## config.mk

```make
export PLATFORM = sky130hd
export DESIGN_NAME = graph_write_top
export DESIGN_NICKNAME = d
export VERILOG_FILES = /design/src/common/graph_write_pkg.sv /design/src/edge_data_input_queue.sv /design/src/graph_write_top.sv /design/src/wb_line_write_master.sv /design/src/write_control/edge_data_write_control.sv
export SDC_FILE = /design/constraint.sdc
export NUM_CORES = 1
export LEC_CHECK = 0
export BUFFER_PORTS_ARGS = -buffer_cell sky130_fd_sc_hd__buf_2
export CAP_MARGIN = 20
export CORE_UTILIZATION = 40
export DETAILED_ROUTE_END_ITERATION = 7
export SYNTH_ARGS = -nofsm -noshare
export SYNTH_HDL_FRONTEND = slang
export SYNTH_HIERARCHICAL = 1
export SYNTH_SLANG_ARGS = --single-unit
```

## constraint.sdc

```tcl
create_clock -name clock -period 13.7 [get_ports clock]
set_input_delay 2.74 -clock clock [delete_from_list [all_inputs] [get_ports clock]]
set_output_delay 2.74 -clock clock [all_outputs]
set_load 0.01 [all_outputs]
```

## src/common/graph_write_pkg.sv

```systemverilog
// Shared constants and types for the edge-data write path
// Results are 24-bit vertex index plus 32-bit value
// One bus word is 16 bytes, so four results share a line
// Memory is big-endian, values are byte swapped before the write
`default_nettype none

package graph_write_pkg;

	//////////////////////////////////////////////////
	// Item and bus geometry
	//////////////////////////////////////////////////

	// Vertex index width
	localparam int INDEX_W = 24;
	// Bytes per result value
	localparam int ITEM_BYTES = 4;
	localparam int ITEM_W = ITEM_BYTES * 8;
	// Bytes per bus word
	localparam int LINE_BYTES = 16;
	// Result slots in one bus word
	localparam int LANES = LINE_BYTES / ITEM_BYTES;
	// Byte address width
	localparam int ADDR_W = 32;

	//////////////////////////////////////////////////
	// Packed types
	//////////////////////////////////////////////////

	// One result from the vertex kernel
	typedef struct packed {
		logic [INDEX_W-1:0] index;
		logic [ITEM_W-1:0]  data;
	} edge_data_t;

	// One line write toward the bus master
	typedef struct packed {
		logic [ADDR_W-1:0]       addr;  // Line aligned
		logic [LINE_BYTES-1:0]   sel;   // One bit per byte
		logic [LINE_BYTES*8-1:0] data;
	} line_write_t;

	// Bus master FSM
	typedef enum logic {
		WB_IDLE     = 1'b0,
		WB_WAIT_ACK = 1'b1
	} wb_state_e;

	//////////////////////////////////////////////////
	// Helpers
	//////////////////////////////////////////////////

	// Reverse byte order of one value
	function automatic logic [ITEM_W-1:0] swap_item_bytes(input logic [ITEM_W-1:0] value);
		logic [ITEM_W-1:0] swapped;
		swapped = '0;
		for (int b = 0; b < ITEM_BYTES; b++) begin
			// Lowest byte goes to the top
			swapped[b*8 +: 8] = value[(ITEM_BYTES-1-b)*8 +: 8];
		end
		return swapped;
	endfunction

endpackage

`default_nettype wire

```

## src/edge_data_input_queue.sv

```systemverilog
// Circular FIFO for edge-data results with valid/ready on both sides
// QUEUE_DEPTH must be a power of two, at least 2
// Intake stops one clock after enable_in falls, queued items still drain
`timescale 1ns/1ns
`default_nettype none

module edge_data_input_queue
	import graph_write_pkg::*;
#(
	parameter int QUEUE_DEPTH = 4
) (
	input  wire logic       clock,
	input  wire logic       rstn,
	input  wire logic       enable_in,
	// Push side
	input  wire logic       in_valid,
	input  wire edge_data_t in_item,
	output logic            in_ready,
	// Pop side
	output logic            q_valid,
	output edge_data_t      q_item,
	input  wire logic       q_ready
);

	localparam int PTR_W = $clog2(QUEUE_DEPTH);
	localparam int CNT_W = $clog2(QUEUE_DEPTH + 1);
	localparam logic [CNT_W-1:0] FULL_COUNT = CNT_W'(QUEUE_DEPTH);

	// Storage
	edge_data_t       mem [QUEUE_DEPTH];
	logic [PTR_W-1:0] wr_ptr;
	logic [PTR_W-1:0] rd_ptr;
	logic [CNT_W-1:0] count;

	logic             enabled;
	logic             push;
	logic             pop;

	//////////////////////////////////////////////////
	// Enable register
	//////////////////////////////////////////////////

	always_ff @(posedge clock or negedge rstn) begin
		if (!rstn) begin
			enabled <= 1'b0;
		end else begin
			enabled <= enable_in;
		end
	end

	//////////////////////////////////////////////////
	// Handshakes
	//////////////////////////////////////////////////

	// No intake while disabled or full
	assign in_ready = enabled && (count != FULL_COUNT);
	assign q_valid  = (count != '0);
	assign q_item   = mem[rd_ptr];

	assign push = in_valid && in_ready;
	assign pop  = q_valid && q_ready;

	//////////////////////////////////////////////////
	// Pointers and fill level
	//////////////////////////////////////////////////

	always_ff @(posedge clock or negedge rstn) begin
		if (!rstn) begin
			wr_ptr <= '0;
			rd_ptr <= '0;
			count  <= '0;
		end else begin
			// Pointers wrap on their own, depth is a power of two
			if (push) begin
				wr_ptr <= wr_ptr + 1'b1;
			end
			if (pop) begin
				rd_ptr <= rd_ptr + 1'b1;
			end
			case ({push, pop})
				2'b10:   count <= count + 1'b1;
				2'b01:   count <= count - 1'b1;
				default: count <= count;
			endcase
		end
	end

	// Data array
	always_ff @(posedge clock) begin
		if (push) begin
			mem[wr_ptr] <= in_item;
		end
	end

endmodule

`default_nettype wire

```

## src/graph_write_top.sv

```systemverilog
// Result write path of one compute unit
// Input queue, write control and Wishbone classic master in a chain
// cfg_base must be 16-byte aligned and may change only while disabled
`timescale 1ns/1ns
`default_nettype none

module graph_write_top
	import graph_write_pkg::*;
#(
	parameter int QUEUE_DEPTH = 4
) (
	input  wire logic                    clock,
	input  wire logic                    rstn,
	input  wire logic                    enable_in,
	input  wire logic [ADDR_W-1:0]       cfg_base,
	// Result stream from the kernel
	input  wire logic                    in_valid,
	input  wire edge_data_t              in_item,
	output logic                         in_ready,
	// Wishbone classic master
	output logic                         wb_cyc,
	output logic                         wb_stb,
	output logic                         wb_we,
	output logic [ADDR_W-1:0]            wb_adr,
	output logic [LINE_BYTES-1:0]        wb_sel,
	output logic [LINE_BYTES*8-1:0]      wb_dat_w,
	input  wire logic                    wb_ack
);

	// Queue to control
	logic        q_valid;
	edge_data_t  q_item;
	logic        q_ready;

	// Control to bus master
	logic        req_valid;
	line_write_t req;
	logic        req_ready;

	//////////////////////////////////////////////////
	// Input side
	//////////////////////////////////////////////////

	edge_data_input_queue #(
		.QUEUE_DEPTH (QUEUE_DEPTH)
	) queue_i (
		.clock     (clock),
		.rstn      (rstn),
		.enable_in (enable_in),
		.in_valid  (in_valid),
		.in_item   (in_item),
		.in_ready  (in_ready),
		.q_valid   (q_valid),
		.q_item    (q_item),
		.q_ready   (q_ready)
	);

	//////////////////////////////////////////////////
	// Address and line forming
	//////////////////////////////////////////////////

	edge_data_write_control control_i (
		.clock     (clock),
		.rstn      (rstn),
		.enable_in (enable_in),
		.cfg_base  (cfg_base),
		.q_valid   (q_valid),
		.q_item    (q_item),
		.q_ready   (q_ready),
		.req_valid (req_valid),
		.req       (req),
		.req_ready (req_ready)
	);

	//////////////////////////////////////////////////
	// Bus side
	//////////////////////////////////////////////////

	wb_line_write_master master_i (
		.clock     (clock),
		.rstn      (rstn),
		.req_valid (req_valid),
		.req       (req),
		.req_ready (req_ready),
		.wb_cyc    (wb_cyc),
		.wb_stb    (wb_stb),
		.wb_we     (wb_we),
		.wb_adr    (wb_adr),
		.wb_sel    (wb_sel),
		.wb_dat_w  (wb_dat_w),
		.wb_ack    (wb_ack)
	);

endmodule

`default_nettype wire

```

## src/wb_line_write_master.sv

```systemverilog
// Wishbone classic master, one single write per request
// cyc and stb stay high until ack, then drop for at least one clock
// No err or rty handling, every cycle is expected to end in ack
`timescale 1ns/1ns
`default_nettype none

module wb_line_write_master
	import graph_write_pkg::*;
(
	input  wire logic               clock,
	input  wire logic               rstn,
	// Request from control
	input  wire logic               req_valid,
	input  wire line_write_t        req,
	output logic                    req_ready,
	// Wishbone classic
	output logic                    wb_cyc,
	output logic                    wb_stb,
	output logic                    wb_we,
	output logic [ADDR_W-1:0]       wb_adr,
	output logic [LINE_BYTES-1:0]   wb_sel,
	output logic [LINE_BYTES*8-1:0] wb_dat_w,
	input  wire logic               wb_ack
);

	wb_state_e state;
	wb_state_e state_next;
	logic      start;
	logic      done;

	//////////////////////////////////////////////////
	// FSM
	//////////////////////////////////////////////////

	// Only take a request with the bus idle
	assign req_ready = (state == WB_IDLE);
	assign start     = req_valid && req_ready;
	assign done      = (state == WB_WAIT_ACK) && wb_ack;

	always_comb begin
		state_next = state;
		case (state)
			WB_IDLE: begin
				if (start) begin
					state_next = WB_WAIT_ACK;
				end
			end
			WB_WAIT_ACK: begin
				// Ack latency is open ended
				if (wb_ack) begin
					state_next = WB_IDLE;
				end
			end
			default: state_next = WB_IDLE;
		endcase
	end

	always_ff @(posedge clock or negedge rstn) begin
		if (!rstn) begin
			state <= WB_IDLE;
		end else begin
			state <= state_next;
		end
	end

	//////////////////////////////////////////////////
	// Bus control lines
	//////////////////////////////////////////////////

	always_ff @(posedge clock or negedge rstn) begin
		if (!rstn) begin
			wb_cyc <= 1'b0;
			wb_stb <= 1'b0;
			wb_we  <= 1'b0;
		end else if (start) begin
			// Raised together, one clock after accept
			wb_cyc <= 1'b1;
			wb_stb <= 1'b1;
			wb_we  <= 1'b1;
		end else if (done) begin
			wb_cyc <= 1'b0;
			wb_stb <= 1'b0;
			wb_we  <= 1'b0;
		end
	end

	// Address, select and data stay put until ack
	always_ff @(posedge clock) begin
		if (start) begin
			wb_adr   <= req.addr;
			wb_sel   <= req.sel;
			wb_dat_w <= req.data;
		end
	end

endmodule

`default_nettype wire

```

## src/write_control/edge_data_write_control.sv

```systemverilog
// Turns one edge-data result into one line write request
// Base is taken from cfg_base while disabled and frozen while enabled
// Base must be 16-byte aligned, the lane comes from the index alone
`timescale 1ns/1ns
`default_nettype none

module edge_data_write_control
	import graph_write_pkg::*;
(
	input  wire logic              clock,
	input  wire logic              rstn,
	input  wire logic              enable_in,
	input  wire logic [ADDR_W-1:0] cfg_base,
	// From the input queue
	input  wire logic              q_valid,
	input  wire edge_data_t        q_item,
	output logic                   q_ready,
	// To the bus master
	output logic                   req_valid,
	output line_write_t            req,
	input  wire logic              req_ready
);

	localparam int ITEM_SHIFT = $clog2(ITEM_BYTES);
	localparam int LANE_W     = $clog2(LANES);

	logic              enabled;
	logic [ADDR_W-1:0] base_latched;

	// Request forming
	logic [ADDR_W-1:0] byte_addr;
	logic [LANE_W-1:0] lane;
	line_write_t       next_req;
	logic              pop;

	//////////////////////////////////////////////////
	// Enable and configuration
	//////////////////////////////////////////////////

	always_ff @(posedge clock or negedge rstn) begin
		if (!rstn) begin
			enabled <= 1'b0;
		end else begin
			enabled <= enable_in;
		end
	end

	// Follows cfg_base until enabled
	always_ff @(posedge clock or negedge rstn) begin
		if (!rstn) begin
			base_latched <= '0;
		end else if (!enabled) begin
			base_latched <= cfg_base;
		end
	end

	//////////////////////////////////////////////////
	// Address, select and line data
	//////////////////////////////////////////////////

	always_comb begin
		// Item address inside the result array
		byte_addr = base_latched + (ADDR_W'(q_item.index) << ITEM_SHIFT);
		lane      = q_item.index[LANE_W-1:0];

		next_req      = '0;
		next_req.addr = byte_addr & ~ADDR_W'(LINE_BYTES - 1);
		// Only this lane's bytes are written
		next_req.sel[lane*ITEM_BYTES +: ITEM_BYTES] = '1;
		// Big-endian value in its lane, rest zero
		next_req.data[lane*ITEM_W +: ITEM_W] = swap_item_bytes(q_item.data);
	end

	//////////////////////////////////////////////////
	// One-entry output register
	//////////////////////////////////////////////////

	// Free when empty or when the held request leaves this cycle
	assign q_ready = !req_valid || req_ready;
	assign pop     = q_valid && q_ready;

	always_ff @(posedge clock or negedge rstn) begin
		if (!rstn) begin
			req_valid <= 1'b0;
		end else if (q_ready) begin
			req_valid <= q_valid;
		end
	end

	// Payload held until accepted
	always_ff @(posedge clock) begin
		if (pop) begin
			req <= next_req;
		end
	end

endmodule

`default_nettype wire
```

==> results.yml <==
sta:
  setup_tns_ns: 0
  max_freq_mhz: 239
  hold_viol_final: 0
  period_share_pct: 30.5
  clock_skew_ns: 0.0138
  layout_setup_ws_ns: 9.52
  rsz0062_at_grt: "no"
  fin_crit_ns: 4.18
  tightest_slew_ns: 1.22
  slew_viol_final: 0
  setup_violations: 0
  maxSlewHeadroom_pct: 18.6
floorplanning:
  dieWidth_um: 238
  rows: 86
  dieArea_mm2: 0.0567
  start_util_pct: 40.5
  fp.dieH_um: 238
  pin_count: 273
  fp.coreArea_mm2: 0.0551
global_route:
  antenna_found_initial: 3
  overflow: 0
  grt_max_degree: 177
  grt_use_total_pct: 15.2
  first_global_vias: 10600
  grt_pass1_wl_mm: 63.2
clock_tree:
  cts_resized: 0
  clkSlewWorstSetupHoldPaths_ns: 0.06
  holdBufCountCts: 0
  clockBufferDepth: 3
  cts-root-buf: "clkbuf_16"
  htree_num_levels: 3
  cts_setup_buffers: 0
  clkLatencyLatePin_ns: 0.57
  cts_made_buffers: 66
  clock-sinks: 602
  cts_tree: "built"
worst_setup_path:
  crit_top_cell: "nand4_1"
  cp.arrival_ns: 4.48
  startpoint_type: "register"
  crit_type: "reg -> reg"
  crit_family: "simple AND/OR/NAND/NOR gates"
  crit_chain: "buf_4, mux4_2, ha_1, nand4_1, nor4_1, o21ai_0, nand4_1, a31oi_1, xnor2_1"
  rr_startpoint: "queue_i/rd_ptr[0]"
  crit_buf_inv: 1
  crit_slowest_cell: "dfrtp_4"
  worstPathRequired_ns: 14.00
  path_max_fanout: 31
  crit_path_max_incr_delay_ns: 0.82
  cp-startpoint: "queue_i/rd_ptr[0]"
  cp-end-kind: "register"
place:
  io_buffers: 270
  gp_congestion: 0.784
  hpwl_mm: 26.3
  post-place-ws_ns: 8.93
detailed_routing:
  highest_layer: "met5"
  wl_met3_mm: 1.81
  drtAntennaViolNets: 0
  route.detailed.drc: 0
  drt_iter0_markers: 478
  vias_per_cell: 4.76
  wl_met2_mm: 22.0
  wl_met1_mm: 17.8
  dr.pass1.iters: 5
  dr_total_vias: 10500
  routed_wl_mm: 42.6
  wl_per_cell_um: 19.3
logic_synthesis:
  synthCells: 1107
  syn_area_per_cell_um2: 20.2
  yosys_warnings: 6
  ys_seq_area_share_pct: 80.1
  async_flop_share_pct: 6.98
  synth_cell_types: 55
  synth_edf_count: 560
  synth_ff_type: "edfxtp_1"
  ys_seq_elements: 602
  syn_area_mm2: 0.0223
pwr:
  cellPowerDensity_mw_per_mm2: 247
  power.leakage_nw: 9.72
  ir_drop_mv: 0.210
finish:
  mostFrequentLayoutCell: "edfxtp_1"
  layout_common_cells: "edfxtp_1 (560), buf_2 (270), and2_1 (131)"
  antenna_cells: 0
  drive_gt1_share_pct: 33.5
  fill_cells: 4673
  nets: 1533
  syn2layout_area_growth_pct: 19.1
worst_hold_path:
  worstHoldStart: "control_i/req[5]"
  hold_class: "reg -> reg"
status:
  status: "complete, no violations"
run:
  cap_violations: 0
cells in the mapped netlist (3+ instances only):
cell | n | area share, %
o21bai_1 | 3 | 0.10
inv_1 | 15 | 0.25
nor3_1 | 8 | 0.18
edfxtp_1 | 560 | 75
xnor2_1 | 20 | 0.78
a21o_1 | 10 | 0.34
nand2b_1 | 4 | 0.11
mux2_2 | 31 | 1.6
o21ai_0 | 15 | 0.34
and2_1 | 136 | 3.8
a21oi_1 | 23 | 0.52
nand2_1 | 20 | 0.34
dfrtp_1 | 42 | 4.7
or2_2 | 3 | 0.084
nand4_1 | 7 | 0.20
ha_1 | 32 | 1.8
buf_12 | 3 | 0.27
nor3b_1 | 3 | 0.10
clkbuf_1 | 24 | 0.40
mux4_2 | 56 | 5.7
a31oi_1 | 3 | 0.084
o211ai_1 | 3 | 0.10
buf_4 | 21 | 0.71
xor2_1 | 11 | 0.43
buf_2 | 4 | 0.090
nor2_1 | 12 | 0.20
o21a_1 | 3 | 0.10
worst paths after layout:
check	endpoint	slack (ns)	cells past startpoint
setup reg to reg	control_i/req[167]	9.52	9
min in group asynchronous	queue_i/count[2]	2.11	1
hold / removal	master_i/wb_dat_w[5]	0.41	0
setup / recovery	control_i/req[167]	9.52	9
hold reg to reg	master_i/wb_dat_w[5]	0.41	0
max in group asynchronous	queue_i/rd_ptr[0]	11.06	2
through the flow:
stage	utilization, %	instance area, um2	power [mW]	std cells	hold WS (ns)
floorplan	-	22300	4.33	1110	0.400
global placement	44.3	24400	4.90	2085	0.402
detailed placement	44.3	24400	4.94	2085	0.405
CTS	48.2	26600	6.69	2203	0.415
global route	48.3	26600	6.93	2205	0.419
finish	48.3	26600	6.58	2205	0.414
layer usage:
layer  global-route usage, %  vias up
met4                    5.89        2
met3                    2.88       66
met1                    18.9     5286
li1                        -     4885
met5                       0        -
met2                    26.1      255
sequential cells by signal, indices dropped and copies added, names as in the netlist, 3 cells and up:
| signal | count |
|---|---|
| control_i/req | 160 |
| control_i/base_latched | 30 |
| queue_i/count | 3 |
| master_i/wb_dat_w | 128 |
| master_i/wb_adr | 32 |
| master_i/wb_sel | 16 |
| queue_i/mem | 224 |
logic make-up after synthesis:
| family | Yosys count | share of synthesized area [%] |
|---|---|---|
| xor gates and xnor gates | 31 | 1.22 |
| other | 1 | 0.0168 |
| buffers and inverters | 69 | 1.79 |
| AOI/OAI and AO/OA | 78 | 2.37 |
| muxes | 88 | 7.26 |
| DFF | 602 | 80.1 |
| adders and majority gates | 33 | 1.88 |
| and+or+nand+nor | 205 | 5.40 |
cell type report:
type                    instances  area [um2]  share of cell area [%]
inverters                      16        60.1                   0.226
multi-input cells             439        4110                    15.5
clock buffers                  82        1790                    6.72
clock inverters                36         354                    1.33
repair buffers                282        1470                    5.52
flip-flops and latches        602       17900                    67.2
well taps                     748         936                    3.52
where the power goes:
group | switching, mW | internal [mW] | total, mW
clock network | 0.685 | 1.04 | 1.73
registers | 0.231 | 2.92 | 3.15
logic | 1.06 | 0.642 | 1.70
(Power assumes the default switching activity.)
